### src/verilog/gpu_macros.svh
/*
 * global sizing constants for the compute subsystem
 * address and data widths, memory depth and core port delay
 */
`ifndef GPU_MACROS_SVH
`define GPU_MACROS_SVH

// byte address and data word widths
`define ADDR_WIDTH 32
`define DATA_WIDTH 32

// global memory depth in words
`define MEM_WORDS 1024

// cycles from a core request to its ack, must be at least 2
`define MEM_DELAY 4

`endif

### src/verilog/mem_pkg.sv
/*
 * memory-side types: byte address, data word, word index
 */
`include "gpu_macros.svh"

package mem_pkg;

    // byte address as seen by host and core
    typedef logic [`ADDR_WIDTH-1:0] addr_t;

    // one data word of global memory
    typedef logic [`DATA_WIDTH-1:0] data_t;

    // word index into the array
    // taken from the byte address with the two low bits dropped
    typedef logic [$clog2(`MEM_WORDS)-1:0] index_t;

endpackage

### src/verilog/gpu_pkg.sv
/*
 * kernel-side definitions: element operations, sequencer states
 * and the host register map
 */
package gpu_pkg;

    // element operation, unknown codes act as a copy
    typedef enum logic [2:0] {
        OP_COPY = 3'd0,
        OP_ADD  = 3'd1,
        OP_SUB  = 3'd2,
        OP_MUL  = 3'd3,
        OP_XOR  = 3'd4,
        OP_MAX  = 3'd5
    } op_e;

    // kernel sequencer FSM states
    typedef enum logic [2:0] {
        IDLE,
        READ,
        WAIT_RD,
        WRITE,
        WAIT_WR,
        NEXT
    } seq_state_e;

    // register offsets, low byte of the Wishbone address
    localparam logic [7:0] REG_CTRL   = 8'h00;
    localparam logic [7:0] REG_SRC    = 8'h04;
    localparam logic [7:0] REG_DST    = 8'h08;
    localparam logic [7:0] REG_COUNT  = 8'h0C;
    localparam logic [7:0] REG_SCALAR = 8'h10;
    localparam logic [7:0] REG_OP     = 8'h14;

    // Wishbone address bit that selects the memory window
    localparam int WIN_BIT = 15;

endpackage

### src/verilog/host_wb_bridge.sv
/*
 * Wishbone classic slave with the kernel registers
 * and the host memory window, stalled while a kernel runs
 */
`timescale 1ns/1ps

module host_wb_bridge (
    input  logic           clk,
    input  logic           rst,
    input  logic           wb_cyc,
    input  logic           wb_stb,
    input  logic           wb_we,
    input  mem_pkg::addr_t wb_adr,
    input  mem_pkg::data_t wb_dat_w,
    output mem_pkg::data_t wb_dat_r,
    output logic           wb_ack,
    input  logic           seq_busy,
    input  logic           seq_done,
    output logic           start,
    output mem_pkg::addr_t src,
    output mem_pkg::addr_t dst,
    output mem_pkg::data_t count,
    output mem_pkg::data_t scalar,
    output gpu_pkg::op_e   op,
    output logic           host_wr_en,
    output logic           host_rd_en,
    output mem_pkg::addr_t host_addr,
    output mem_pkg::data_t host_wr_data,
    input  mem_pkg::data_t host_rd_data,
    input  logic           host_rd_ack
);

    logic           win;
    logic           accept;
    logic           ack_q;
    logic           rd_pending;
    logic [7:0]     reg_off;
    mem_pkg::data_t reg_rdata;
    mem_pkg::data_t rdata_q;

    assign win     = wb_adr[gpu_pkg::WIN_BIT];
    assign reg_off = wb_adr[7:0];
    // no new transfer in the ack cycle, window held off while busy
    assign accept  = wb_cyc && wb_stb && !wb_ack && !rd_pending && !(win && seq_busy);

    // window reads are acked by the memory's read ack
    assign wb_ack   = ack_q || host_rd_ack;
    assign wb_dat_r = host_rd_ack ? host_rd_data : rdata_q;

    always_comb begin
        case (reg_off)
            gpu_pkg::REG_CTRL:   reg_rdata = {30'd0, seq_done, seq_busy};
            gpu_pkg::REG_SRC:    reg_rdata = src;
            gpu_pkg::REG_DST:    reg_rdata = dst;
            gpu_pkg::REG_COUNT:  reg_rdata = count;
            gpu_pkg::REG_SCALAR: reg_rdata = scalar;
            gpu_pkg::REG_OP:     reg_rdata = mem_pkg::data_t'(op);
            default:             reg_rdata = '0;
        endcase
    end

    always_ff @(posedge clk or negedge rst) begin
        if (!rst) begin
            ack_q      <= 1'b0;
            start      <= 1'b0;
            host_wr_en <= 1'b0;
            host_rd_en <= 1'b0;
            rd_pending <= 1'b0;
            src        <= '0;
            dst        <= '0;
            count      <= '0;
            scalar     <= '0;
            op         <= gpu_pkg::OP_COPY;
        end else begin
            ack_q      <= 1'b0;
            start      <= 1'b0;
            host_wr_en <= 1'b0;
            host_rd_en <= 1'b0;
            if (host_rd_ack) begin
                rd_pending <= 1'b0;
            end
            if (accept && win) begin
                // window write acks at once, read waits two cycles
                host_wr_en <= wb_we;
                host_rd_en <= !wb_we;
                rd_pending <= !wb_we;
                ack_q      <= wb_we;
            end else if (accept) begin
                ack_q <= 1'b1;
                if (wb_we) begin
                    case (reg_off)
                        gpu_pkg::REG_CTRL:   start  <= wb_dat_w[0];
                        gpu_pkg::REG_SRC:    src    <= wb_dat_w;
                        gpu_pkg::REG_DST:    dst    <= wb_dat_w;
                        gpu_pkg::REG_COUNT:  count  <= wb_dat_w;
                        gpu_pkg::REG_SCALAR: scalar <= wb_dat_w;
                        gpu_pkg::REG_OP:     op     <= gpu_pkg::op_e'(wb_dat_w[2:0]);
                        default: ;
                    endcase
                end
            end
        end
    end

    always_ff @(posedge clk) begin
        if (accept) begin
            rdata_q      <= reg_rdata;
            host_addr    <= wb_adr;
            host_wr_data <= wb_dat_w;
        end
    end

    // ack only inside a live master cycle
    a_ack_in_cycle: assert property (@(posedge clk) disable iff (!rst)
        wb_ack |-> (wb_cyc && wb_stb));

endmodule

### config.mk
export PLATFORM = sky130hd
export DESIGN_NAME = host_wb_bridge
export DESIGN_NICKNAME = d
export VERILOG_FILES = /design/src/verilog/mem_pkg.sv /design/src/verilog/gpu_pkg.sv /design/src/verilog/host_wb_bridge.sv
export VERILOG_INCLUDE_DIRS = /design/src /design/src/verilog
export SDC_FILE = /design/constraint.sdc
export NUM_CORES = 1
export LEC_CHECK = 0
export BUFFER_PORTS_ARGS = -buffer_cell sky130_fd_sc_hd__buf_2
export CAP_MARGIN = 10
export CELL_PAD_IN_SITES_DETAIL_PLACEMENT = 1
export CELL_PAD_IN_SITES_GLOBAL_PLACEMENT = 1
export CORE_MARGIN = 2
export CORE_UTILIZATION = 43
export DETAILED_ROUTE_END_ITERATION = 16
export PLACE_DENSITY = 0.9
export REMOVE_ABC_BUFFERS = 1
export SETUP_SLACK_MARGIN = 0.1
export SYNTH_ARGS = -nofsm -noshare
export SYNTH_HDL_FRONTEND = slang
export SYNTH_SLANG_ARGS = --single-unit
### constraint.sdc
create_clock -name clk -period 8.3 [get_ports clk]
set_clock_uncertainty 0.2 [all_clocks]
set_input_delay 1.245 -clock clk [delete_from_list [all_inputs] [get_ports clk]]
set_output_delay 1.245 -clock clk [all_outputs]
set_load 0.02 [all_outputs]
# --- Word-level counts from Yosys, hierarchy flattened ---
# Cells that the tools add are included.
word_totals:
  reg_bits: 232
  out_inout_bits: 231
classes:
  n_bitwise: 1
  reduce_logical: 18
  eq_ne: 5
  muxes: 12
op_table:
  columns: ["operator", "n"]
  rows:
  - ["32-bit one-hot mux with 6 select lines", 1]
  - ["32-bit 2-to-1 mux", 1]
  - ["4-bit AND reduction", 5]
  - ["8-bit by 4-bit == test with 1-bit output (second input constant)", 2]
  - ["8-bit by 5-bit == test with 1-bit output (second input constant)", 2]
  - ["1-bit 2-to-1 mux", 10]
  - ["8-bit by 3-bit == test with 1-bit output (second input constant)", 1]
  - ["8-bit logical NOT", 1]
  - ["1-bit logical AND", 6]
  - ["1-bit logical NOT", 4]
  - ["2-bit nonzero test", 1]
  - ["1-bit logical OR", 1]
  - ["1-bit NOT", 1]

# --- Depth between registers and ports, before layout ---
logic_depth:
  ltp_word: 8
  ltp_mapped: 7
  depth_no_buf: 5

# --- Worst setup path before layout ---
# No wires, ideal clock.
synth_path:
  path_type: "input to register"
  startpoint: "in host_rd_ack"
  endpoint: "reg host_addr[0] (enable)"
  slack_ns: 3.872
  t_arrival_ns: 3.777
  path_buffers: 1
  required_time_ns: 7.649
  cell_stages: 5
  cell_sequence: "clkbuf_1 -> nor2_1 -> nand4_1 -> a21o_1 -> inv_1"
synth_via:
  elab_chain_len: 5
synth_lines:
  columns: ["item", "line_no", "rtl"]
  rows:
  - ["start: declaration", "host_wb_bridge.sv:30", "input logic host_rd_ack"]
  - ["1-bit logical OR", "host_wb_bridge.sv:47", "assign wb_ack = ack_q || host_rd_ack;"]
  - ["1-bit logical NOT", "host_wb_bridge.sv:44", "assign accept = wb_cyc && wb_stb && !wb_ack && !rd_pending && !(win && seq_busy);"]
  - ["1-bit logical AND (3 in series)", "host_wb_bridge.sv:44", null]
  - ["net accept", "host_wb_bridge.sv:34", "logic accept;"]
  - ["end signal: assignment", "host_wb_bridge.sv:108", "host_addr <= wb_adr;"]
  - ["end: declaration", "host_wb_bridge.sv:27", "output mem_pkg::addr_t host_addr,"]
# The timed path passes the listed nets, and every way through them passes these cells.
# A chain may end at the register's enable or synchronous reset.

# --- Worst setup path in the final report ---
layout_path:
  startpoint: "in wb_adr[2]"
  endpoint: "reg src[20]"
layout_via:
  elab_chain_len: 2
layout_lines:
  columns: ["item", "line_no", "rtl"]
  rows:
  - ["start: declaration", "host_wb_bridge.sv:13", "input mem_pkg::addr_t wb_adr,"]
  - ["8-bit by 3-bit == test with 1-bit output", "host_wb_bridge.sv:91", "case (reg_off)"]
  - ["4-bit AND reduction (no line)", null, null]
  - ["end signal: assignment", "host_wb_bridge.sv:93", "gpu_pkg::REG_SRC: src <= wb_dat_w;"]
  - ["end: declaration", "host_wb_bridge.sv:20", "output mem_pkg::addr_t src,"]
# No other way between the ends.

==> results by stage <==
Status:
- The run finished with clean final reports.

Timing:
- Setup repair after global routing left no endpoint under its margin.
- The hold slack is 0.322 ns.
- The worst path needs 3.95 ns of the cycle, external delays included.
- The worst path meets setup with 4.35 ns of slack.
- Dividing the final minimum period by the clock period gives 47.6%.
- The count of endpoints failing setup in the final report is 0.
- The total count of hold-check failures in the final report is 0.
- Based on the critical path, the design can be clocked at up to 0.253 GHz.
- Headroom to the max-slew limit came out at 23.1%.
- The final number of max-transition violations is 0.
- The slew of the pin with the lowest slew margin is 1.15 ns.
- After routing, the total negative slack on setup checks comes to 0 ns.

Floorplan:
- The site row count is 53.
- The die is 151 µm tall.
- The horizontal die dimension is 151 µm.
- The core area is 21100 µm².
- The starting density of the core is 44.1%.
- The count of pins on the block boundary is 335.
- The die outline area is 22800 µm².

Logic synthesis:
- The post-synthesis mux area share is 23.8%.
- The warning count from the yosys run is 0.
- By area, the combinational part of the netlist is dominated by multiplexers.
- The cell area that synthesis handed to floorplanning was 9290 µm².
- The number of synthesized register bits is 232.
- The post-synthesis cell count is 560.
- The synthesized netlist devotes 3.50% of its cell area to compound gates.
- The mean instance size in the synthesized netlist is 16.6 µm².
- After Yosys synthesis, and, or, nand and nor cells account for 3.38% of the synthesized area.
- The fraction of the mapped netlist area in adder cells is 0%.
- The parity-gate share of the synthesized area counting xor and xnor cells is 0%.
- The post-synthesis sequential area ratio is 67.6%.
- After synthesis, the netlist uses 32 different library cells.

Detailed routing:
- The first TritonRoute pass finished after 4 iterations.
- The total detailed-routing wirelength is 28.0 mm.
- The number of violations reported at the end of detailed-routing iteration 0 is 255.
- After detailed routing, the average wire length per cell comes to 23.5 µm.
- Dividing the detail-routed via count by the number of cells gives 5.44.
- After detailed routing, the number of remaining DRC violations is 0.
- The total via count in the routed design is 6495.
- Once detail routing completed, the nets flagged for antenna violations numbered 0.

Final layout:
- Measured on the finished design, the core utilization comes to 56.9%.
- The library cell used most frequently in the layout, excluding fill and tap cells, is buf_2.
- The area added between synthesis and finish is 29.0%.
- In the layout the commonest cells are buf_2, dfrtp_1, mux2_2.
- The number of fill cells is 2167.
- The footprint of the flip-flops and latches is 6290 µm².
- The fraction of final layout cells with drive strength greater than 1 is 55.9%.
- In the final design database the tool counted 1003 nets.
- In the final layout, the multi-input gates occupy 2870 µm².

Clock network:
- In this run the deepest clock path goes through 3 buffers.
- Counting every sink on the clock net gives 232.
- The number of gates resized after CTS was 0.
- TritonCTS built the clock tree.
- In this run, CTS created clock tree buffers numbering 25.
- CTS built an H-tree with a depth of 1.
- The count of buffers added by post-CTS timing repair for setup is 0.
- The hold-fix buffer count after cts is 0.
- The clock transition at the registers of the reported paths is 0.06 ns.
- Clock tree synthesis selected as its root buffer the cell clkbuf_16.
- The later pin in the worst-skew pair is clocked with a latency of 0.51 ns.

Critical path:
- The largest fanout on the critical path is 42.
- The required time reported for the critical path endpoint is 8.48 ns.
- The type of the worst setup path is in -> reg.
- The kind of start point of the critical path is an input pin.
- For the worst setup path, the data arrival time is 4.13 ns.
- The category of the worst setup path capture point is a flip-flop.

Pwr:
- IR analysis of the VDD net gives a maximum drop of 117 µV.
- The power per unit of standard cell area is 198 nW/µm².
- For this design the static power due to leakage is 6.02 nW.

GRT:
- The via count of the first global-routing pass was 6973.
- The global-route wire length before repair is 41.3 mm.
- The initial antenna violation count is 4.
- The total routing resource utilization after global routing is 23.9%.
- Entering global routing, the biggest net connects 73 pins.
- For this run the aggregate overflow at the end of global routing stands at 0.

Placement:
- The count of buffers inserted at the top-level ports is 334.
- The wire-length estimate of the detail-placed layout is 18.5 mm.
- Routability-driven placement finished with a final weighted congestion of 0.752.
- The worst slack at placement is 3.87 ns.

Flow run:
- The tool flagged a number of max-cap violations equal to 0.

Min path:
- The class of the tightest hold or removal check is reg -> reg.
layout make-up:
| type | count | area share, % |
|---|---|---|
| antenna | 3 | 0.0626 |
| multi-input combinational | 295 | 24.0 |
| timing repair buffer | 342 | 14.5 |
| clock buffer | 40 | 5.85 |
| sequential | 232 | 52.4 |
| clock inverter | 5 | 0.219 |
| inverter | 3 | 0.115 |
| tap | 275 | 2.87 |
routing by layer:
layer / wire length, µm / up-vias / part of all wire [%] / GRT usage (%)
met1: 10600 / 3341 / 38 / 28.1
met5: 14 / - / 0.050 / 0
met3: 2020 / 65 / 7.2 / 5.18
li1: - / 2796 / - / -
met2: 14600 / 291 / 52 / 43.3
met4: 881 / 2 / 3.1 / 8.36
kinds of logic after synthesis:
logic type | count (synthesis)
and+or+nand+nor | 62
buffers and inverters | 33
DFF | 232
muxes | 198
AOI/OAI and AO/OA | 35
cell usage after synthesis, drive strengths merged:
master,instances,area (µm²)
mux2,164,1850
dfrtp,136,3400
edfxtp,96,2880
nor2,36,135
mux2i,32,320
a221o,29,290
clkbuf,17,63.8
buf,13,81.3
inv,3,11.3
nand2,3,11.3
nand3,3,15.0
nand4,3,18.8
nor3,3,15.0
nor4b,3,32.5
and2,2,12.5
and3,2,12.5
mux4,2,45.0
nand4b,2,17.5
o21ai,2,10.0
o22ai,2,12.5
a21o,1,7.51
a21oi,1,5.00
and4b,1,10.0
nand2b,1,6.26
nand3b,1,7.51
nor4bb,1,10.0
or4b,1,10.0
flip-flops by register name, summed over array words and instances (netlist names):
| register | flops |
|---|---|
| ack_q | 1 |
| count | 32 |
| dst | 32 |
| host_addr | 32 |
| host_rd_en | 1 |
| host_wr_data | 32 |
| host_wr_en | 1 |
| op | 3 |
| rd_pending | 1 |
| rdata_q | 32 |
| scalar | 32 |
| src | 32 |
| start | 1 |
power by group:
group          total [mW]  switching [mW]  internal [mW]
clock network        1.02           0.442          0.577
registers            1.22         0.00534           1.21
logic               0.142          0.0919         0.0498
total                2.38           0.539           1.84
critical path, cell delays in order:
cell and delay [ns]:
buf_2 0.08, buf_4 0.62, or4b_1 0.60, nor4b_4 0.29
and2_2 0.84, mux2_1 0.41
metrics by stage:
stage,total power [mW],std cells,area (µm²)
6_report,2.38,1195,12000
5_1_grt,2.45,1195,12000
4_1_cts,2.40,1192,12000
3_5_place_dp,1.38,1147,11300
3_3_place_gp,1.38,1147,11300
2_1_floorplan,1.29,530,9150
final timing paths:
kind | startpoint | slack (ns) | cells past startpoint | endpoint
max in group asynchronous | rst | 5.94 | 2 | dst[18]$_DFFE_PN0P_
setup reg to reg | rd_pending$_DFFE_PN0P_ | 5.51 | 4 | scalar[18]$_DFFE_PN0P_
setup / recovery | wb_adr[2] | 4.35 | 6 | src[20]$_DFFE_PN0P_
hold reg to reg | src[4]$_DFFE_PN0P_ | 0.32 | 1 | src[4]$_DFFE_PN0P_
min in group asynchronous | rst | 0.51 | 1 | count[23]$_DFFE_PN0P_
hold / removal | src[4]$_DFFE_PN0P_ | 0.32 | 1 | src[4]$_DFFE_PN0P_
Note: power is estimated with default switching activity, not from simulation.
