<file path="src/verilog/gpu_macros.svh">
/*
 * global sizing constants for the compute subsystem
 * address and data widths, memory depth and core port delay
 */
`ifndef GPU_MACROS_SVH
`define GPU_MACROS_SVH

// byte address and data word widths
`define ADDR_WIDTH 32
`define DATA_WIDTH 32

// global memory depth in words
`define MEM_WORDS 1024

// cycles from a core request to its ack, must be at least 2
`define MEM_DELAY 4

`endif

</file>
<file path="src/verilog/mem_pkg.sv">
/*
 * memory-side types: byte address, data word, word index
 */
`include "gpu_macros.svh"

package mem_pkg;

    // byte address as seen by host and core
    typedef logic [`ADDR_WIDTH-1:0] addr_t;

    // one data word of global memory
    typedef logic [`DATA_WIDTH-1:0] data_t;

    // word index into the array
    // taken from the byte address with the two low bits dropped
    typedef logic [$clog2(`MEM_WORDS)-1:0] index_t;

endpackage

</file>
<file path="src/verilog/gpu_pkg.sv">
/*
 * kernel-side definitions: element operations, sequencer states
 * and the host register map
 */
package gpu_pkg;

    // element operation, unknown codes act as a copy
    typedef enum logic [2:0] {
        OP_COPY = 3'd0,
        OP_ADD  = 3'd1,
        OP_SUB  = 3'd2,
        OP_MUL  = 3'd3,
        OP_XOR  = 3'd4,
        OP_MAX  = 3'd5
    } op_e;

    // kernel sequencer FSM states
    typedef enum logic [2:0] {
        IDLE,
        READ,
        WAIT_RD,
        WRITE,
        WAIT_WR,
        NEXT
    } seq_state_e;

    // register offsets, low byte of the Wishbone address
    localparam logic [7:0] REG_CTRL   = 8'h00;
    localparam logic [7:0] REG_SRC    = 8'h04;
    localparam logic [7:0] REG_DST    = 8'h08;
    localparam logic [7:0] REG_COUNT  = 8'h0C;
    localparam logic [7:0] REG_SCALAR = 8'h10;
    localparam logic [7:0] REG_OP     = 8'h14;

    // Wishbone address bit that selects the memory window
    localparam int WIN_BIT = 15;

endpackage

</file>
<file path="src/verilog/mem_core_if.sv">
/*
 * core request bundle between the kernel sequencer and global memory
 */
`timescale 1ns/1ps

interface mem_core_if;

    // request side, one-cycle pulses with addr and wr_data alongside
    logic           rd_req;
    logic           wr_req;
    mem_pkg::addr_t addr;
    mem_pkg::data_t wr_data;

    // response side
    // rd_data is only nonzero in the ack cycle of a read
    mem_pkg::data_t rd_data;
    logic           busy;
    logic           ack;

    modport core (output rd_req, wr_req, addr, wr_data, input rd_data, busy, ack);
    modport mem  (input rd_req, wr_req, addr, wr_data, output rd_data, busy, ack);

endinterface

</file>
<file path="src/verilog/kernel_sequencer.sv">
/*
 * kernel control FSM
 * per element: read source, compute in the lane ALU, write destination
 */
`timescale 1ns/1ps

module kernel_sequencer (
    input  logic           clk,
    input  logic           rst,
    input  logic           start,
    input  mem_pkg::addr_t src,
    input  mem_pkg::addr_t dst,
    input  mem_pkg::data_t count,
    input  mem_pkg::data_t scalar,
    input  gpu_pkg::op_e   op,
    output logic           busy,
    output logic           done,
    mem_core_if.core       core,
    output mem_pkg::data_t alu_operand,
    output gpu_pkg::op_e   alu_op,
    output mem_pkg::data_t alu_scalar,
    input  mem_pkg::data_t alu_result
);

    gpu_pkg::seq_state_e state;
    mem_pkg::data_t      remaining;
    mem_pkg::addr_t      rd_addr;
    mem_pkg::addr_t      wr_addr;
    mem_pkg::data_t      scalar_q;
    mem_pkg::data_t      result_q;
    gpu_pkg::op_e        op_q;
    logic                launch;
    logic                wr_done;

    assign launch  = (state == gpu_pkg::IDLE) && start;
    assign wr_done = (state == gpu_pkg::WAIT_WR) && core.ack;

    // requests are single pulses, issued once memory is free
    assign core.rd_req  = (state == gpu_pkg::READ) && !core.busy;
    assign core.wr_req  = (state == gpu_pkg::WRITE) && !core.busy;
    assign core.addr    = (state == gpu_pkg::WRITE) ? wr_addr : rd_addr;
    assign core.wr_data = result_q;

    // read data is valid in the ack cycle, when it is registered
    assign alu_operand = core.rd_data;
    assign alu_op      = op_q;
    assign alu_scalar  = scalar_q;

    always_ff @(posedge clk or negedge rst) begin
        if (!rst) begin
            state     <= gpu_pkg::IDLE;
            remaining <= '0;
            busy      <= 1'b0;
            done      <= 1'b0;
        end else begin
            case (state)
                gpu_pkg::IDLE: begin
                    if (start) begin
                        remaining <= count;
                        busy      <= 1'b1;
                        done      <= 1'b0;
                        state     <= gpu_pkg::NEXT;
                    end
                end
                gpu_pkg::READ:    if (!core.busy) state <= gpu_pkg::WAIT_RD;
                gpu_pkg::WAIT_RD: if (core.ack) state <= gpu_pkg::WRITE;
                gpu_pkg::WRITE:   if (!core.busy) state <= gpu_pkg::WAIT_WR;
                gpu_pkg::WAIT_WR: begin
                    if (core.ack) begin
                        remaining <= remaining - 1'b1;
                        state     <= gpu_pkg::NEXT;
                    end
                end
                gpu_pkg::NEXT: begin
                    // zero count finishes here right after start
                    if (remaining == '0) begin
                        busy  <= 1'b0;
                        done  <= 1'b1;
                        state <= gpu_pkg::IDLE;
                    end else begin
                        state <= gpu_pkg::READ;
                    end
                end
                default: state <= gpu_pkg::IDLE;
            endcase
        end
    end

    always_ff @(posedge clk) begin
        if (launch) begin
            rd_addr  <= src;
            wr_addr  <= dst;
            scalar_q <= scalar;
            op_q     <= op;
        end else if (wr_done) begin
            // next word
            rd_addr <= rd_addr + 32'd4;
            wr_addr <= wr_addr + 32'd4;
        end
        if ((state == gpu_pkg::WAIT_RD) && core.ack) begin
            result_q <= alu_result;
        end
    end

    // one request in flight, the next waits for the ack
    a_one_in_flight: assert property (@(posedge clk) disable iff (!rst)
        (core.rd_req || core.wr_req) |=> !(core.rd_req || core.wr_req) until core.ack);

endmodule

</file>
<file path="src/flat_wrapper.sv">
// flat-port wrapper written by rule: the top's interface ports become plain ports
module kernel_sequencer_flat 
  (clk, rst, start, src, dst, count, scalar, op, busy, done, alu_operand, alu_op, alu_scalar, alu_result, core_rd_req, core_wr_req, core_addr, core_wr_data, core_rd_data, core_busy, core_ack);
  mem_core_if core_i ();
  input  logic clk;
  input  logic rst;
  input  logic start;
  input  mem_pkg::addr_t src;
  input  mem_pkg::addr_t dst;
  input  mem_pkg::data_t count;
  input  mem_pkg::data_t scalar;
  input  gpu_pkg::op_e op;
  output logic busy;
  output logic done;
  output mem_pkg::data_t alu_operand;
  output gpu_pkg::op_e alu_op;
  output mem_pkg::data_t alu_scalar;
  input  mem_pkg::data_t alu_result;
  output wire logic [$bits(core_i.rd_req)-1:0] core_rd_req;
  output wire logic [$bits(core_i.wr_req)-1:0] core_wr_req;
  output wire logic [$bits(core_i.addr)-1:0] core_addr;
  output wire logic [$bits(core_i.wr_data)-1:0] core_wr_data;
  input wire logic [$bits(core_i.rd_data)-1:0] core_rd_data;
  input wire logic [$bits(core_i.busy)-1:0] core_busy;
  input wire logic [$bits(core_i.ack)-1:0] core_ack;
  assign core_rd_req = core_i.rd_req;
  assign core_wr_req = core_i.wr_req;
  assign core_addr = core_i.addr;
  assign core_wr_data = core_i.wr_data;
  assign core_i.rd_data = core_rd_data;
  assign core_i.busy = core_busy;
  assign core_i.ack = core_ack;
  kernel_sequencer u_core (.clk(clk), .rst(rst), .start(start), .src(src), .dst(dst), .count(count), .scalar(scalar), .op(op), .busy(busy), .done(done), .core(core_i), .alu_operand(alu_operand), .alu_op(alu_op), .alu_scalar(alu_scalar), .alu_result(alu_result));
endmodule
</file>
<file path="config.mk">
export PLATFORM = sky130hd
export DESIGN_NAME = kernel_sequencer_flat
export DESIGN_NICKNAME = d
export VERILOG_FILES = /design/src/verilog/mem_pkg.sv /design/src/verilog/gpu_pkg.sv /design/src/verilog/mem_core_if.sv /design/src/verilog/kernel_sequencer.sv /design/src/flat_wrapper.sv
export VERILOG_INCLUDE_DIRS = /design/src /design/src/verilog
export SDC_FILE = /design/constraint.sdc
export NUM_CORES = 1
export LEC_CHECK = 0
export ABC_AREA = 1
export BUFFER_PORTS_ARGS = -buffer_cell sky130_fd_sc_hd__buf_2
export CORE_UTILIZATION = 25
export DETAILED_ROUTE_END_ITERATION = 10
export MAX_ROUTING_LAYER = met4
export PLACE_DENSITY = 0.45
export RECOVER_POWER = 100
export SLEW_MARGIN = 15
export SYNTH_ARGS = -nofsm -noshare
export SYNTH_HDL_FRONTEND = slang
export SYNTH_SLANG_ARGS = --single-unit
</file>
<file path="constraint.sdc">
create_clock -name clk -period 2.4 [get_ports clk]
set_clock_uncertainty 0.05 [all_clocks]
set_input_delay 0.24 -clock clk [delete_from_list [all_inputs] [get_ports clk]]
set_output_delay 0.24 -clock clk [all_outputs]
set_load 0.01 [all_outputs]
</file>
== Word level (Yosys, flattened, before mapping) ==
Index checks and enable logic that the tools add are counted.

* Bits of input ports: 200
* Register bits after elaboration: 168
* Output and inout port bits: 135
* Logic and storage cells: 58

* $add $sub $neg: 3
* Equal/unequal tests: 11
* Reductions and logical operators: 14
* Muxes and demuxes: 21

{| class="wikitable"
|+ Operators by type and width
! cell !! count
|-
| $mux W32 || 7
|-
| $add A32 B3 Y32 const B || 2
|-
| $pmux W32 S2 || 1
|-
| $logic_not A32 Y1 || 1
|-
| $sub A32 B1 Y32 const B || 1
|-
| $pmux W3 S6 || 1
|-
| $mux W3 || 5
|-
| $ne A2 B2 Y1 const B || 5
|-
| $eq A3 B2 Y1 const B || 2
|-
| $eq A3 B3 Y1 const B || 2
|-
| $reduce_and A3 Y1 || 2
|-
| $reduce_bool A2 Y1 || 3
|-
| $logic_and A1 B1 Y1 || 5
|-
| $mux W1 || 5
|-
| $reduce_and A5 Y1 || 1
|-
| $pmux W1 S2 || 2
|-
| $eq A3 B1 Y1 const B || 1
|-
| $logic_not A3 Y1 || 1
|-
| $ne A2 B1 Y1 const B || 1
|-
| $logic_not A1 Y1 || 1
|}

== Depth between registers and ports, before layout ==
* Depth after elaboration: 4
* Depth in mapped cells: 10
* Mapped depth without buffers: 10

== Worst setup path before layout ==
Ideal clock, no wire load.

* Path kind: flip-flop to flip-flop
* Start: register u_core.state[0]
* End: register u_core.result_q[0], in the netlist u_core.core.wr_data[0], enable pin
* Setup time: 421 ps
* Period minus slack after synthesis: 2628 ps
* Arrival: 2157 ps
* Buffers on the path: 0
* Setup slack: -228 ps
* Stages on the path, launching flop included: 4
* Required time: 1929 ps
* Path through: dfrtp_1 > nor3_1 > inv_1 > nor2_1

* Word-level cells in the longest chain between the ends: 2

{| class="wikitable"
|+ RTL lines
! item !! line !! source
|-
| start: declaration || kernel_sequencer.sv:25 || <nowiki>gpu_pkg::seq_state_e state;</nowiki>
|-
| start signal: assignment || kernel_sequencer.sv:51 || <nowiki>state <= gpu_pkg::IDLE;</nowiki>
|-
| start signal: assignment || kernel_sequencer.sv:62 || <nowiki>state <= gpu_pkg::NEXT;</nowiki>
|-
| start signal: assignment || kernel_sequencer.sv:65 || <nowiki>gpu_pkg::READ: if (!core.busy) state <= gpu_pkg::WAIT_RD;</nowiki>
|-
| $eq A3 B2 Y1 || kernel_sequencer.sv:100 || <nowiki>if ((state == gpu_pkg::WAIT_RD) && core.ack) begin</nowiki>
|-
| $logic_and A1 B1 Y1 || kernel_sequencer.sv:100 ||
|-
| end signal: assignment || kernel_sequencer.sv:101 || <nowiki>result_q <= alu_result;</nowiki>
|-
| end: declaration || kernel_sequencer.sv:30 || <nowiki>mem_pkg::data_t result_q;</nowiki>
|}

Every way passes these cells.
A chain may end at the register's enable or synchronous reset.

== Final worst setup path ==
* Start: register u_core.state[0]
* End: output core_addr[11]

* Word-level cells in the longest chain between the ends: 2

{| class="wikitable"
|+ RTL lines
! item !! line !! source
|-
| $eq A3 B2 Y1 || kernel_sequencer.sv:41 || <nowiki>assign core.addr = (state == gpu_pkg::WRITE) ? wr_addr : rd_addr;</nowiki>
|-
| $mux W32 || kernel_sequencer.sv:41 ||
|-
| end: declaration || flat_wrapper.sv:21 || <nowiki>output wire logic [$bits(core_i.addr)-1:0] core_addr;</nowiki>
|}

Every way passes these cells.

==> flow_summary.ini <==
[run_status]
run_status = complete, no violations

[clock_tree]
clock_sinks = 168
cts_tree = done
clock_latency_ns = 0.45
htree_levels = 4
cts.clk_slew.worst_paths_ns = 0.07
numCtsBuffers = 17
clock-root-buffer = clkbuf_16
clockBufferDepth = 2

[routing]
wirelength_um = 34000
wire_per_inst_um = 16.2
vias_per_cell = 4.38
drt_iter0_drc = 530
firstDrtPassIters = 5
drt.antenna.violating_nets = 0
dr_total_vias = 9199
drc = 0

[power]
p_int_mw = 7.39
power_density_nw_per_um2 = 1000
swShare_pct = 41.9
power_frac_seq_pct = 39.1
power_mw = 12.7
p_leak_nw = 5.40
combPwrFrac_pct = 38.4
p_clk_share_pct = 22.4
ir_drop_uv = 474
p_switching_mw = 5.33

[floorplanning]
die_w_um = 199
die-area_sq_um = 39500
rows = 71
die_h_um = 199
core_sq_um = 37800
initial_utilization_pct = 25.6
io_pins = 335

[synthesis]
synth_top_area_share_pct = 40.6
synth_cells = 1252
ys_seq_elements = 168
synth_most_common_cell = nand2_1
syn_area_sq_um = 9680
synth_fp_nets = 1456
ys_warn_count = 0
synthArstFlopShare_pct = 22.0
synth_seq_area_share_pct = 50.2
yosys.area.top_type = edfxtp_1
synth-edff-count = 131
avgSynthCellArea_sq_um = 7.73
synth.cells.most_frequent = 460 x nand2_1, 158 x nor2_1, 131 x edfxtp_1
synth_cell_type_count = 31
synthTopCellsByArea = edfxtp_1 41%, nand2_1 18%, dfrtp_1 9.6%
synth_ff_type = edfxtp_1

[critical_path]
cp_cell_sequence = inv_1 > nor3_2 > buf_4 > clkbuf_16 > o21ai_0 > clkbuf_2
cpMaxStageDelayCell = dfrtp_1
rr_endpoint = u_core.core.wr_data[10]
cp-start-kind = flop
path_class = reg -> out
r2r_setup_slack_ns = 0.25
crit_end = core_addr[11]
cp-startpoint = u_core.state[0]
reg2reg_from = u_core.state[0]
cp_max_fo = 29
path_depth = 6
cp-end-kind = output port
required_ns = 2.11
crit_buf_inv = 4
slowest_delay_ns = 0.41
crit_family = buffers and inverters
ff2ff_path_depth = 4
arrival_ns = 1.98

[final_layout]
final-seq-area_sq_um = 4860
fin_nets = 1775
fillers = 4092
area_growth_syn_to_layout_pct = 31.2
multi_input_area_sq_um = 3950
fin_cells = 2101
drive_above_1_share_pct = 15.3

[timing]
layout_min_cycle_time_ns = 2.27
post-route-period-util_pct = 94.4
slew_headroom_pct = 30.8
drv_slew = 0
setup-tns-final_ns = 0
setup_viol = 0
worst_slew_pin_slew_ns = 1.04
finalHoldViolations = 0
rsz0062_at_grt = no
fmax_mhz = 441

[global_route]
grt_max_degree = 61
overflow = 0
grt_pass1_wl_um = 51100
grt_pass1_vias = 9057
antenna_found_initial = 6
grt.total_usage_pct = 17.7

[place]
gp_congestion = 0.947
io_buffers = 270
dpl.cell_count = 1987
hpwl_um = 25800

[flow_run]
maxCapViolations = 0

[min_path]
hold_path_class = in -> reg
-- timing repair --
action	4_1_cts	5_1_grt
hold endpoints to repair	110	0
cloned	0	1
hold buffers	74	0
setup endpoints to repair	17	9
pin swaps	0	1
setup buffers	0	1
resized for setup	2	1
-- logic make-up (layout without fill, tap and decap cells) --
| kind of cell | after synthesis | in the layout | share of synthesized area [%] |
|---|---|---|---|
| DFF | 168 | 168 | 50.2 |
| other | 0 | 6 | 0 |
| xor gates and xnor gates | 23 | 23 | 2.08 |
| and+or+nand+nor | 731 | 731 | 30.6 |
| adders and majority gates | 4 | 4 | 0.517 |
| buffers and inverters | 187 | 519 | 8.83 |
| AOI/OAI and AO/OA | 139 | 139 | 7.80 |
-- cell type report --
class | instances | area share, %
inverters | 123 | 3.66
clock inverters | 12 | 1.12
flip-flops and latches | 168 | 38.3
multi-input cells | 897 | 31.1
well taps | 511 | 5.03
diodes | 6 | 0.118
repair buffers | 364 | 17.2
clock buffers | 20 | 3.52
-- layout by cell type (no fill, tap or decap), types with 4 or more instances in the layout --
| cell type | instances |
|---|---|
| a31oi_1 | 9 |
| buf_4 | 10 |
| dfrtp_1 | 37 |
| xnor2_1 | 4 |
| nand4_1 | 12 |
| inv_6 | 5 |
| inv_1 | 122 |
| edfxtp_1 | 131 |
| buf_2 | 171 |
| nand3b_1 | 9 |
| clkbuf_16 | 18 |
| dlygate4sd3_1 | 74 |
| o21ai_0 | 105 |
| nand3_1 | 57 |
| xor2_1 | 19 |
| nor2_1 | 161 |
| o21bai_1 | 9 |
| clkbuf_2 | 18 |
| ha_1 | 4 |
| nand2_1 | 460 |
| diode_2 | 6 |
| clkbuf_1 | 88 |
| nor3_1 | 25 |
| a21oi_1 | 7 |
-- sequential cells by signal, indices dropped and copies added, names as in the netlist --
register and cells:
u_core.done 1, u_core.wr_addr 32, u_core.rd_addr 32, u_core.remaining 32, u_core.busy 1, u_core.state 3
u_core.core.wr_data 32, u_core.alu_op 3, u_core.alu_scalar 32
-- per-layer routing --
| layer | part of all wire, % | GRT usage (%) | vias up |
|---|---|---|---|
| li1 | - | - | 4660 |
| met1 | 44 | 22.2 | 4220 |
| met2 | 48 | 28.9 | 299 |
| met3 | 6.7 | 4.41 | 20 |
| met4 | 0.92 | 3.42 | 0 |
| met5 | 0 | - | - |
-- power groups by stage --
stage	Combinational (mW)	Clock (mW)	Sequential [mW]
2_1_floorplan	3.19	0	4.85
3_3_place_gp	4.92	0	5.03
3_5_place_dp	4.94	0	5.03
4_1_cts	5.05	2.95	4.99
5_1_grt	5.57	3.03	5.10
6_report	4.89	2.86	4.98
-- how the worst min path moves through the flow --
stage          startpoint                    to  slack [ns]  cells after the start
6_report          dst[21]    u_core.wr_addr[21]        0.02                      3
2_1_floorplan         rst           u_core.busy       -0.11                      0
5_1_grt            dst[5]     u_core.wr_addr[5]       0.007                      3
3_3_place_gp    scalar[5]  u_core.alu_scalar[5]        0.37                      1
4_1_cts           dst[25]    u_core.wr_addr[25]       0.001                      3
3_5_place_dp          rst  u_core.remaining[31]        0.37                      1
-- worst min-delay path, cell delays in order --
cell and delay [ns]:
buf_2 0.08, nand2_1 0.04, nand2_1 0.05
-- through the flow --
| step | setup slack [ns] | instance area (sq um) | utilization (%) | hold WS [ns] |
|---|---|---|---|---|
| after floorplan | 0.147 | 9680 | - | -0.106 |
| after global placement | 0.302 | 11500 | 30.4 | 0.366 |
| after detailed placement | 0.313 | 11500 | 30.4 | 0.368 |
| after CTS | 0.00177 | 12800 | 33.9 | 0.00132 |
| after global routing | 0.0158 | 12700 | 33.6 | 0.00724 |
| final | 0.133 | 12700 | 33.6 | 0.0241 |
No activity file was read; power rests on OpenSTA's default activity.
