--- src/verilog/gpu_macros.svh ---
/*
 * global sizing constants for the compute subsystem
 * address and data widths, memory depth and core port delay
 */
`ifndef GPU_MACROS_SVH
`define GPU_MACROS_SVH

// byte address and data word widths
`define ADDR_WIDTH 32
`define DATA_WIDTH 32

// global memory depth in words
`define MEM_WORDS 1024

// cycles from a core request to its ack, must be at least 2
`define MEM_DELAY 4

`endif

--- src/verilog/mem_pkg.sv ---
/*
 * memory-side types: byte address, data word, word index
 */
`include "gpu_macros.svh"

package mem_pkg;

    // byte address as seen by host and core
    typedef logic [`ADDR_WIDTH-1:0] addr_t;

    // one data word of global memory
    typedef logic [`DATA_WIDTH-1:0] data_t;

    // word index into the array
    // taken from the byte address with the two low bits dropped
    typedef logic [$clog2(`MEM_WORDS)-1:0] index_t;

endpackage

--- src/verilog/gpu_pkg.sv ---
/*
 * kernel-side definitions: element operations, sequencer states
 * and the host register map
 */
package gpu_pkg;

    // element operation, unknown codes act as a copy
    typedef enum logic [2:0] {
        OP_COPY = 3'd0,
        OP_ADD  = 3'd1,
        OP_SUB  = 3'd2,
        OP_MUL  = 3'd3,
        OP_XOR  = 3'd4,
        OP_MAX  = 3'd5
    } op_e;

    // kernel sequencer FSM states
    typedef enum logic [2:0] {
        IDLE,
        READ,
        WAIT_RD,
        WRITE,
        WAIT_WR,
        NEXT
    } seq_state_e;

    // register offsets, low byte of the Wishbone address
    localparam logic [7:0] REG_CTRL   = 8'h00;
    localparam logic [7:0] REG_SRC    = 8'h04;
    localparam logic [7:0] REG_DST    = 8'h08;
    localparam logic [7:0] REG_COUNT  = 8'h0C;
    localparam logic [7:0] REG_SCALAR = 8'h10;
    localparam logic [7:0] REG_OP     = 8'h14;

    // Wishbone address bit that selects the memory window
    localparam int WIN_BIT = 15;

endpackage

--- src/verilog/lane_alu.sv ---
/*
 * single lane element operation on a word and the kernel scalar
 */
`timescale 1ns/1ps

module lane_alu (
    input  gpu_pkg::op_e   op,
    input  mem_pkg::data_t operand,
    input  mem_pkg::data_t scalar,
    output mem_pkg::data_t result
);

    mem_pkg::data_t product;

    // only the low word of the product is kept
    assign product = operand * scalar;

    always_comb begin
        case (op)
            gpu_pkg::OP_ADD: result = operand + scalar;
            gpu_pkg::OP_SUB: result = operand - scalar;
            gpu_pkg::OP_MUL: result = product;
            gpu_pkg::OP_XOR: result = operand ^ scalar;
            // unsigned compare
            gpu_pkg::OP_MAX: result = (operand > scalar) ? operand : scalar;
            // copy and unused codes pass the word through
            default:         result = operand;
        endcase
    end

endmodule

--- config.mk ---
export PLATFORM = sky130hd
export DESIGN_NAME = lane_alu
export DESIGN_NICKNAME = d
export VERILOG_FILES = /design/src/verilog/mem_pkg.sv /design/src/verilog/gpu_pkg.sv /design/src/verilog/lane_alu.sv
export VERILOG_INCLUDE_DIRS = /design/src /design/src/verilog
export SDC_FILE = /design/constraint.sdc
export NUM_CORES = 1
export LEC_CHECK = 0
export ABC_AREA = 0
export CAP_MARGIN = 20
export CORE_MARGIN = 3
export CORE_UTILIZATION = 30
export DETAILED_ROUTE_END_ITERATION = 16
export DONT_BUFFER_PORTS = 1
export PLACE_DENSITY = 0.4
export SETUP_SLACK_MARGIN = 0.05
export SYNTH_ARGS = -nofsm -noshare
export SYNTH_HDL_FRONTEND = slang
export SYNTH_SLANG_ARGS = --single-unit
--- constraint.sdc ---
create_clock -name vclk -period 12.1
set_input_delay 1.815 -clock vclk [all_inputs]
set_output_delay 1.815 -clock vclk [all_outputs]
set_load 0.005 [all_outputs]
* After elaboration in Yosys (flattened, before gate mapping)
Index checks and enable logic that the tools add are counted.
Operators by class: multiplexer cells 2, $add $sub $neg 2, order comparisons 1, eq/ne operators 5, multiply operators 1, bitwise logic cells 1
Operator list (number):
- one-hot mux 32 bit (5 select lines) | 1
- adder 32 bit | 1
- > comparator 32 bit | 1
- multiplier 32 x 32 -> 32 bit | 1
- 2-to-1 mux 32 bit | 1
- subtractor 32 bit | 1
- bitwise XOR 32 bit | 1
- equality test 3 x 2 -> 1 bit (second input constant) | 2
- equality test 3 bit (second input constant) | 2
- equality test 3 x 1 -> 1 bit (second input constant) | 1
Storage, ports and cells: bits of input ports 67, output and inout port bits 32, word-level logic and storage cells 12, bits in registers 0

* Logic depth before layout (Yosys ltp)
Gate-level depths: netlist (run 1).
word-level depth 3, depth in mapped cells 28, depth with buffers taken out 26

* Worst setup path after synthesis (run 1)
No wires, ideal clock.
path kind input to output, start in operand[11], end out result[30], required time 10.285 ns, data arrival time 8.748 ns, path slack 1.537 ns, cell stages on the path 27, buffers on the path 2, path through clkbuf_1 > inv_1 > clkbuf_1 > nor2_1 > fa_1 > fa_1 > fa_1 > inv_1 > fa_1 > inv_1 > fa_1 > inv_1 > fa_1 > inv_1 > fa_1 > fa_1 > ha_1 > and4_1 > a211oi_1 > o21ai_1 > or4_1 > a41oi_1 > o21ai_1 > xnor2_1 > nor2_1 > a311oi_1 > a31oi_1
Between the ends: word-level cells in the longest chain between the ends 3, elaborated cells on any way between the ends 6, those cells by class add/sub: 2; mul: 1; order compare: 1; mux: 2
Ends and longest elaborated chain:
- start, declared | RTL line lane_alu.sv:8 | input mem_pkg::data_t operand,
- parallel branches: the longest is 2 deep, another holds multiplier 32 x 32 -> 32 bit
- one-hot mux 32 bit (5 select lines) * | RTL line lane_alu.sv:19 | case (op)
- end, declared | RTL line lane_alu.sv:10 | output mem_pkg::data_t result
Mark *: on every way between the ends.

* Worst setup path after layout (run 1)
Ends and elaborated chain as after synthesis.

==> metrics.md, run 1 <==
| Metric | Value |
|---|---|
| Area Overhead vs Synth | 3.073% |
| Die area | just over 70000 um^2 |
| Class of the most critical setup path | in2out |
| Initial antenna violation count | 3 |
| Via count | between 15000 and 20000 |
| Setup TNS | 0 ns |
| Setup crit end kind | output port |
| RSZ-0062 raised after global routing | false |
| Synthesized cell area | slightly above 20000 um^2 |
| Core Area | a little under 70000 um^2 |
| Vias per inst | approximately 5.3 |
| Hold path endpoint | result[25] |
| DRC | 0 |
| Cell row count | 95 |
| # resized after CTS | 0 |
| Status | finished clean |
| Syn_nets | 3210 |
| Fillers | around 7400 |
| Fmax | 0.08858 GHz |
| DP Worst Slack | roughly 0.8 ns |
| Total number of sequential cells | 0 |
| Slew Limit Fails | 0 |
| Port bufs | 0 |
| Post-route clock period utilization | 0.9330 |
| IO Pins | between 90 and 100 |
| Clk_buf instances | 0 |
| Final nets | a little over 3000 |
| Post-DP HPWL | between 60 and 70 mm |
| Hold Fails Final Rpt | 0 |
| Total track usage | 0.2429 |
| Register area | 0 um^2 |
| CP required | 10.28 ns |
| Vias in the first global route | between 15000 and 20000 |
| Worst Hold Depth | 1 |
| Crit path DAT | ~9.5 ns |
| Detailed Route Iter0 Violations | around 1500 |
| Post-synth cell types | 80 |
| MaxCap Viol Count | 0 |
| Average size of a mapped cell | about 8 um^2 |
| Initial cell density of the core | 0.3060 |
| Detailed Routing Iterations Pass 1 | 7 |
| Final setup margin | 0.8108 ns |
| Worst Path Max Fanout | 14 |
| Syn Inst Count | between 2000 and 3000 |
| WL final | ~90 mm |
| Hold wc startpoint | op[2] |
| DR WL/cell | 26.55 um |
| Largest net degree at the start of global routing | 67 |
| Min Tclk post-route | between 10 and 15 ns |
| Slew headroom | 0.3195 |
| CTS Hold Bufs | 0 |
| Final setup viols | 0 |
| Area of the multi-input gates | roughly 18000 um^2 |
| DRT antenna net count | 0 |
| Yosys warns | 0 |
| Seq/Total Area, Yosys | 0 |
| Worst min path class | in2out |
| Die height | roughly 270 um |
| Worst-Margin Slew | about 1 ns |
| Total grt overflow | 0 |
| Post-CTS Repair Setup Buffers | 0 |
| Share of layout cells above drive strength 1 | 0.01247 |
| Critical path launch point type | primary input |
| First-pass GRT wire length | between 100 and 150 mm |
| Routability congestion estimate | about 0.9 |
| Crit path from | operand[11] |
| Die width | between 200 and 300 um |
-- area by class of cell --
| class | instances | area share |
|---|---|---|
| antenna | 1 | 0.0001169 |
| multi-input combinational | 1949 | 0.8642 |
| timing repair buffer | 9 | 0.003332 |
| tap | 921 | 0.05383 |
| inverter | 448 | 0.07855 |
-- through the flow --
stage	util	hold WS [ns]	cells	instance area, um^2
after floorplan	-	3.743	2547	20770
after CTS	0.3154	3.734	3327	21400
final	0.3154	3.742	3328	21410
after detailed placement	0.3154	3.734	3327	21400
after global routing	0.3154	3.732	3327	21400
after global placement	0.3152	3.736	3326	21390
-- logic make-up (layout without fill, tap and decap cells) --
group | after synthesis | in the layout | share of synthesized area
AO/OA/AOI/OAI | 426 | 426 | 0.1375
multiplexers | 16 | 16 | 0.007832
other | 0 | 1 | 0
XOR/XNOR | 105 | 105 | 0.04494
AND/OR/NAND/NOR | 806 | 806 | 0.1925
buffers and inverters | 598 | 457 | 0.1099
adder cells (fa/ha/maj) | 596 | 596 | 0.5073
-- cells in the mapped netlist (all sizes together) (14+ instances only) --
cell type | instances | area, um^2
inv | 447 | 1678
fa | 410 | 8208
and2 | 273 | 1708
nand2 | 272 | 1021
ha | 186 | 2327
nor2 | 143 | 536.8
clkbuf | 132 | 495.5
a21oi | 117 | 589.3
o21ai | 86 | 434.2
xnor2 | 79 | 691.9
o21a | 29 | 217.7
xor2 | 25 | 219.0
buf | 18 | 106.4
nor2b | 17 | 106.4
nor3 | 17 | 85.08
o211ai | 17 | 127.6
nand3 | 16 | 80.08
o31ai | 15 | 117.6
a21o | 14 | 105.1
a31oi | 14 | 106.4
mux2i | 14 | 140.1
-- worst max path at each step --
stage                             to  slack (ns)
after CTS                 result[30]        0.75
after global routing      result[30]        0.34
after floorplan           result[30]        1.54
after detailed placement  result[30]        0.78
after global placement    result[30]        0.86
final                     result[30]        0.81
-- critical path, cell delays in order --
cell and delay (ns):
inv_1 0.37, nor2_1 0.12, fa_1 0.53, fa_1 0.45, fa_1 0.52, inv_1 0.05
fa_1 0.48, inv_1 0.05, fa_1 0.50, inv_1 0.06, fa_1 0.53, inv_1 0.05
fa_1 0.50, fa_1 0.42, ha_1 0.36, and4_1 0.22, a211oi_1 0.42, o21ai_1 0.22
or4_1 0.49, a41oi_1 0.51, o21ai_1 0.17, xnor2_1 0.17, nor2_1 0.06, a311oi_1 0.22
a31oi_1 0.18
-- cells in the final DEF, fill, tap and decap left out, drive strengths merged, types with 25 or more instances in the layout --
cell type,netlist,final
inv,447,447
xnor2,79,79
nor2,143,143
a21oi,117,117
ha,186,186
xor2,25,25
nand2,272,272
and2,273,273
fa,410,410
o21a,29,29
o21ai,86,86
-- layer usage --
| metal | share of wire | vias to the layer above | track usage |
|---|---|---|---|
| li1 | - | 7728 | - |
| met1 | 0.43 | 9156 | 0.3276 |
| met2 | 0.48 | 645 | 0.4152 |
| met3 | 0.062 | 105 | 0.02863 |
| met4 | 0.031 | 2 | 0.05855 |
| met5 | 0.00016 | - | 0 |
Power of run 1 is not shown: default switching activity piles up to over one toggle a cycle in this logic, so the estimate is an artifact.
==> run 2, diff against run 1 <==
--- a/config.mk
+++ b/config.mk
@@ -9,10 +9,10 @@
 export ABC_AREA = 0
 export CAP_MARGIN = 20
 export CORE_MARGIN = 3
-export CORE_UTILIZATION = 30
+export CORE_UTILIZATION = 46
 export DETAILED_ROUTE_END_ITERATION = 16
 export DONT_BUFFER_PORTS = 1
-export PLACE_DENSITY = 0.4
+export PLACE_DENSITY = 0.57
 export SETUP_SLACK_MARGIN = 0.05
 export SYNTH_ARGS = -nofsm -noshare
 export SYNTH_HDL_FRONTEND = slang
==> metrics.md, run 2 (same netlist as run 1, synthesis figures left out) <==
| Metric | Value |
|---|---|
| Status | finished clean |
| Initial antenna violation count | 5 |
| Slew Limit Fails | 0 |
| Area Overhead vs Synth | 1.030% |
| Cell row count | between 70 and 80 |
| Most used cell along the critical path | fa_1 |
| Register area | 0 um^2 |
| Worst-Margin Slew | 0.9348 ns |
| Max incr delay on CP | ~0.54 ns |
| Fmax | a little under 0.09 GHz |
| CP Buf/Inv Count | 5 |
| Final setup viols | 0 |
| Die width | approximately 220 um |
| MaxCap Viol Count | 0 |
| M2 GR Usage | 0.5539 |
| DRC | 0 |
| IO Pins | 99 |
| WL final | between 70 and 80 mm |
| Share of layout cells above drive strength 1 | 0.01164 |
| Worst Path Max Fanout | 14 |
| CP top delay family | adder cells |
| Total grt overflow | 0 |
| Min Tclk post-route | around 11 ns |
| Clk_buf instances | 0 |
| Die height | 218.5 um |
| Final nets | between 3000 and 4000 |
| Detailed Route Iter0 Violations | approximately 1600 |
| Commonest cells after routing, fill and taps aside | inv_1, fa_1, and2_1 |
| Vias per inst | 5.962 |
| Met3 Usage GRT | 0.05451 |
| Core Area | about 44000 um^2 |
| Initial cell density of the core | 0.4676 |
| DRT antenna net count | 0 |
| # resized after CTS | 0 |
| N_diodes | 0 |
| Die area | roughly 48000 um^2 |
| RSZ-0062 raised after global routing | false |
| Slew headroom | 0.3753 |
| Fillers | 4446 |
| Busiest grt layer | met2 |
| Class of the most critical setup path | in2out |
| Routability congestion estimate | approximately 0.95 |
| CTS Hold Bufs | 0 |
| Hold Fails Final Rpt | 0 |
| Critical path launch point type | primary input |
| Vias in the first global route | between 15000 and 20000 |
| Post-route clock period utilization | 0.9289 |
| Setup TNS | 0 ns |
| DR WL/cell | approximately 26 um |
| Setup crit end kind | output port |
| CP required | between 10 and 15 ns |
| First-pass GRT wire length | around 120 mm |
| Worst min path class | in2out |
| Via count | approximately 18000 |
| Post-DP HPWL | slightly below 60 mm |
| Crit-path slowest cell | fa_1 |
| Crit path DAT | 9.42 ns |
| Detailed Routing Iterations Pass 1 | 5 |
| Post-CTS Repair Setup Buffers | 0 |
| Grt met1 use | 0.4314 |
| Total number of sequential cells | 0 |
| Port bufs | 0 |
| Total track usage | 0.3338 |
| Commonest non-fill, non-tap cell in the layout | inv_1 |
| Largest net degree at the start of global routing | 67 |
run 2: final timing paths:
kind / slack [ns] / cells after the start / start / end
hold / removal: 3.75 / 1 / op[2] / result[25]
setup / recovery: 0.86 / 25 / operand[11] / result[30]
run 2: metal layers:
layer  part of all wire  wire [um]
met1               0.39      30120
met2               0.47      36290
met3              0.085       6590
met4              0.057       4435
met5            0.00039         30
run 2: through the flow:
step	cells	hold slack (ns)	setup slack [ns]	instance area, um^2	util
after global placement	2996	3.742	1.050	20970	0.4722
after global routing	2997	3.738	0.4949	20980	0.4724
final	2997	3.746	0.8607	20980	0.4724
after floorplan	2547	3.743	1.537	20770	-
after CTS	2996	3.741	0.9629	20970	0.4722
after detailed placement	2996	3.739	0.9950	20970	0.4722
run 2: area by class of cell:
type / instances / area [um^2] / share of cell area
repair buffers: 8 / 63.81 / 0.003041
multi-input cells: 1949 / 18500 / 0.8815
inverters: 448 / 1682 / 0.08014
well taps: 592 / 740.7 / 0.03530
Power of run 2 is left out for the same reason.
==> run 3, diff against run 2 <==
--- a/config.mk
+++ b/config.mk
@@ -14,6 +14,7 @@
 export DONT_BUFFER_PORTS = 1
 export PLACE_DENSITY = 0.57
 export SETUP_SLACK_MARGIN = 0.05
+export SKIP_LAST_GASP = 1
 export SYNTH_ARGS = -nofsm -noshare
 export SYNTH_HDL_FRONTEND = slang
 export SYNTH_SLANG_ARGS = --single-unit
==> constraint.sdc (replaced) <==
create_clock -name vclk -period 10.7
set_input_delay 1.605 -clock vclk [all_inputs]
set_output_delay 1.605 -clock vclk [all_outputs]
set_load 0.005 [all_outputs]
==> metrics.md, run 3 (same netlist as run 1, synthesis figures left out) <==
| Metric | Value |
|---|---|
| Post-route clock period utilization | 0.9603 |
| Critical path launch point type | primary input |
| Area Overhead vs Synth | 1.223% |
| Vias per inst | roughly 6 |
| DRT antenna net count | 0 |
| WL final | 77.94 mm |
| Cell row count | between 70 and 80 |
| Worst Path Max Fanout | 30 |
| Setup TNS | 0 ns |
| CTS Hold Bufs | 0 |
| Status | finished clean |
| Vias in the first global route | about 19000 |
| Worst min path class | in2out |
| Setup crit end kind | output port |
| Core Area | ~44000 um^2 |
| Via count | 17920 |
| IO Pins | about 100 |
| Total track usage | 0.3338 |
| Worst-Margin Slew | about 1 ns |
| Min Tclk post-route | ~10 ns |
| Total number of sequential cells | 0 |
| Share of layout cells above drive strength 1 | 0.01370 |
| Hold Fails Final Rpt | 0 |
| DR WL/cell | around 26 um |
| Final nets | slightly above 3000 |
| RSZ-0062 raised after global routing | false |
| Fmax | 0.09733 GHz |
| Total grt overflow | 0 |
| Commonest non-fill, non-tap cell in the layout | inv_1 |
| Post-DP HPWL | 59.77 mm |
| MaxCap Viol Count | 0 |
| Crit path DAT | ~8.7 ns |
| Slew headroom | 0.3496 |
| Clk_buf instances | 0 |
| Die width | 218.5 um |
| First-pass GRT wire length | 119.5 mm |
| Initial antenna violation count | 3 |
| Die height | ~220 um |
| Class of the most critical setup path | in2out |
| Detailed Routing Iterations Pass 1 | 8 |
| Port bufs | 0 |
| Commonest cells after routing, fill and taps aside | inv_1, fa_1, and2_1 |
| Final setup viols | 0 |
| CP required | roughly 9.1 ns |
| Largest net degree at the start of global routing | 67 |
| Initial cell density of the core | 0.4676 |
| DRC | 0 |
| Register area | 0 um^2 |
| Die area | 47740 um^2 |
| Slew Limit Fails | 0 |
| Detailed Route Iter0 Violations | between 1000 and 1500 |
| Routability congestion estimate | ~0.95 |
| Fillers | approximately 4400 |
-- run 3: worst paths after layout --
path       from         end  slack, ns  cells past startpoint
min       op[2]  result[25]       3.34                      1
max   scalar[2]  result[28]       0.43                     22
-- run 3: what timing repair did --
item,4_1_cts,5_1_grt
endpoints found under the setup margin,0,2
setup buffers,0,0
endpoints found under the hold margin,0,0
gates resized for setup,0,1
-- run 3: final cells by class --
| type | count | area [um^2] | share of cell area |
|---|---|---|---|
| well taps | 592 | 740.7 | 0.03523 |
| inverters | 448 | 1682 | 0.07999 |
| repair buffers | 12 | 93.84 | 0.004464 |
| multi-input cells | 1949 | 18500 | 0.8802 |
| diodes | 1 | 2.502 | 0.0001190 |
-- run 3: layer usage --
metal | part of all wire | global-route usage
met3 | 0.086 | 0.06076
met4 | 0.052 | 0.1400
met2 | 0.48 | 0.5607
met1 | 0.39 | 0.4238
met5 | 0.00013 | 0
-- run 3: worst max-delay path, cell delays in order --
cell      delay, ns
and2_1         0.15
fa_1           0.54
inv_1          0.06
fa_1           0.51
fa_1           0.45
fa_1           0.54
inv_1          0.05
fa_1           0.52
inv_1          0.06
fa_1           0.54
inv_1          0.05
fa_1           0.49
fa_1           0.42
ha_1           0.37
and4_1         0.22
a211oi_1       0.30
o21ai_1        0.22
or4_1          0.50
a41oi_2        0.31
xor2_1         0.27
o22ai_1        0.12
o32a_1         0.37
-- run 3: through the flow --
step | instances | util | instance area [um^2] | worst slack (ns) | hold WS (ns)
after CTS | 3000 | 0.4729 | 21000 | 0.3441 | 3.323
after global routing | 3001 | 0.4733 | 21020 | 0.1699 | 3.323
after global placement | 3000 | 0.4729 | 21000 | 0.4545 | 3.320
after detailed placement | 3000 | 0.4729 | 21000 | 0.3765 | 3.323
final | 3002 | 0.4733 | 21020 | 0.4253 | 3.337
after floorplan | 2547 | - | 20770 | 0.5574 | 3.323
Power of run 3 is left out for the same reason.
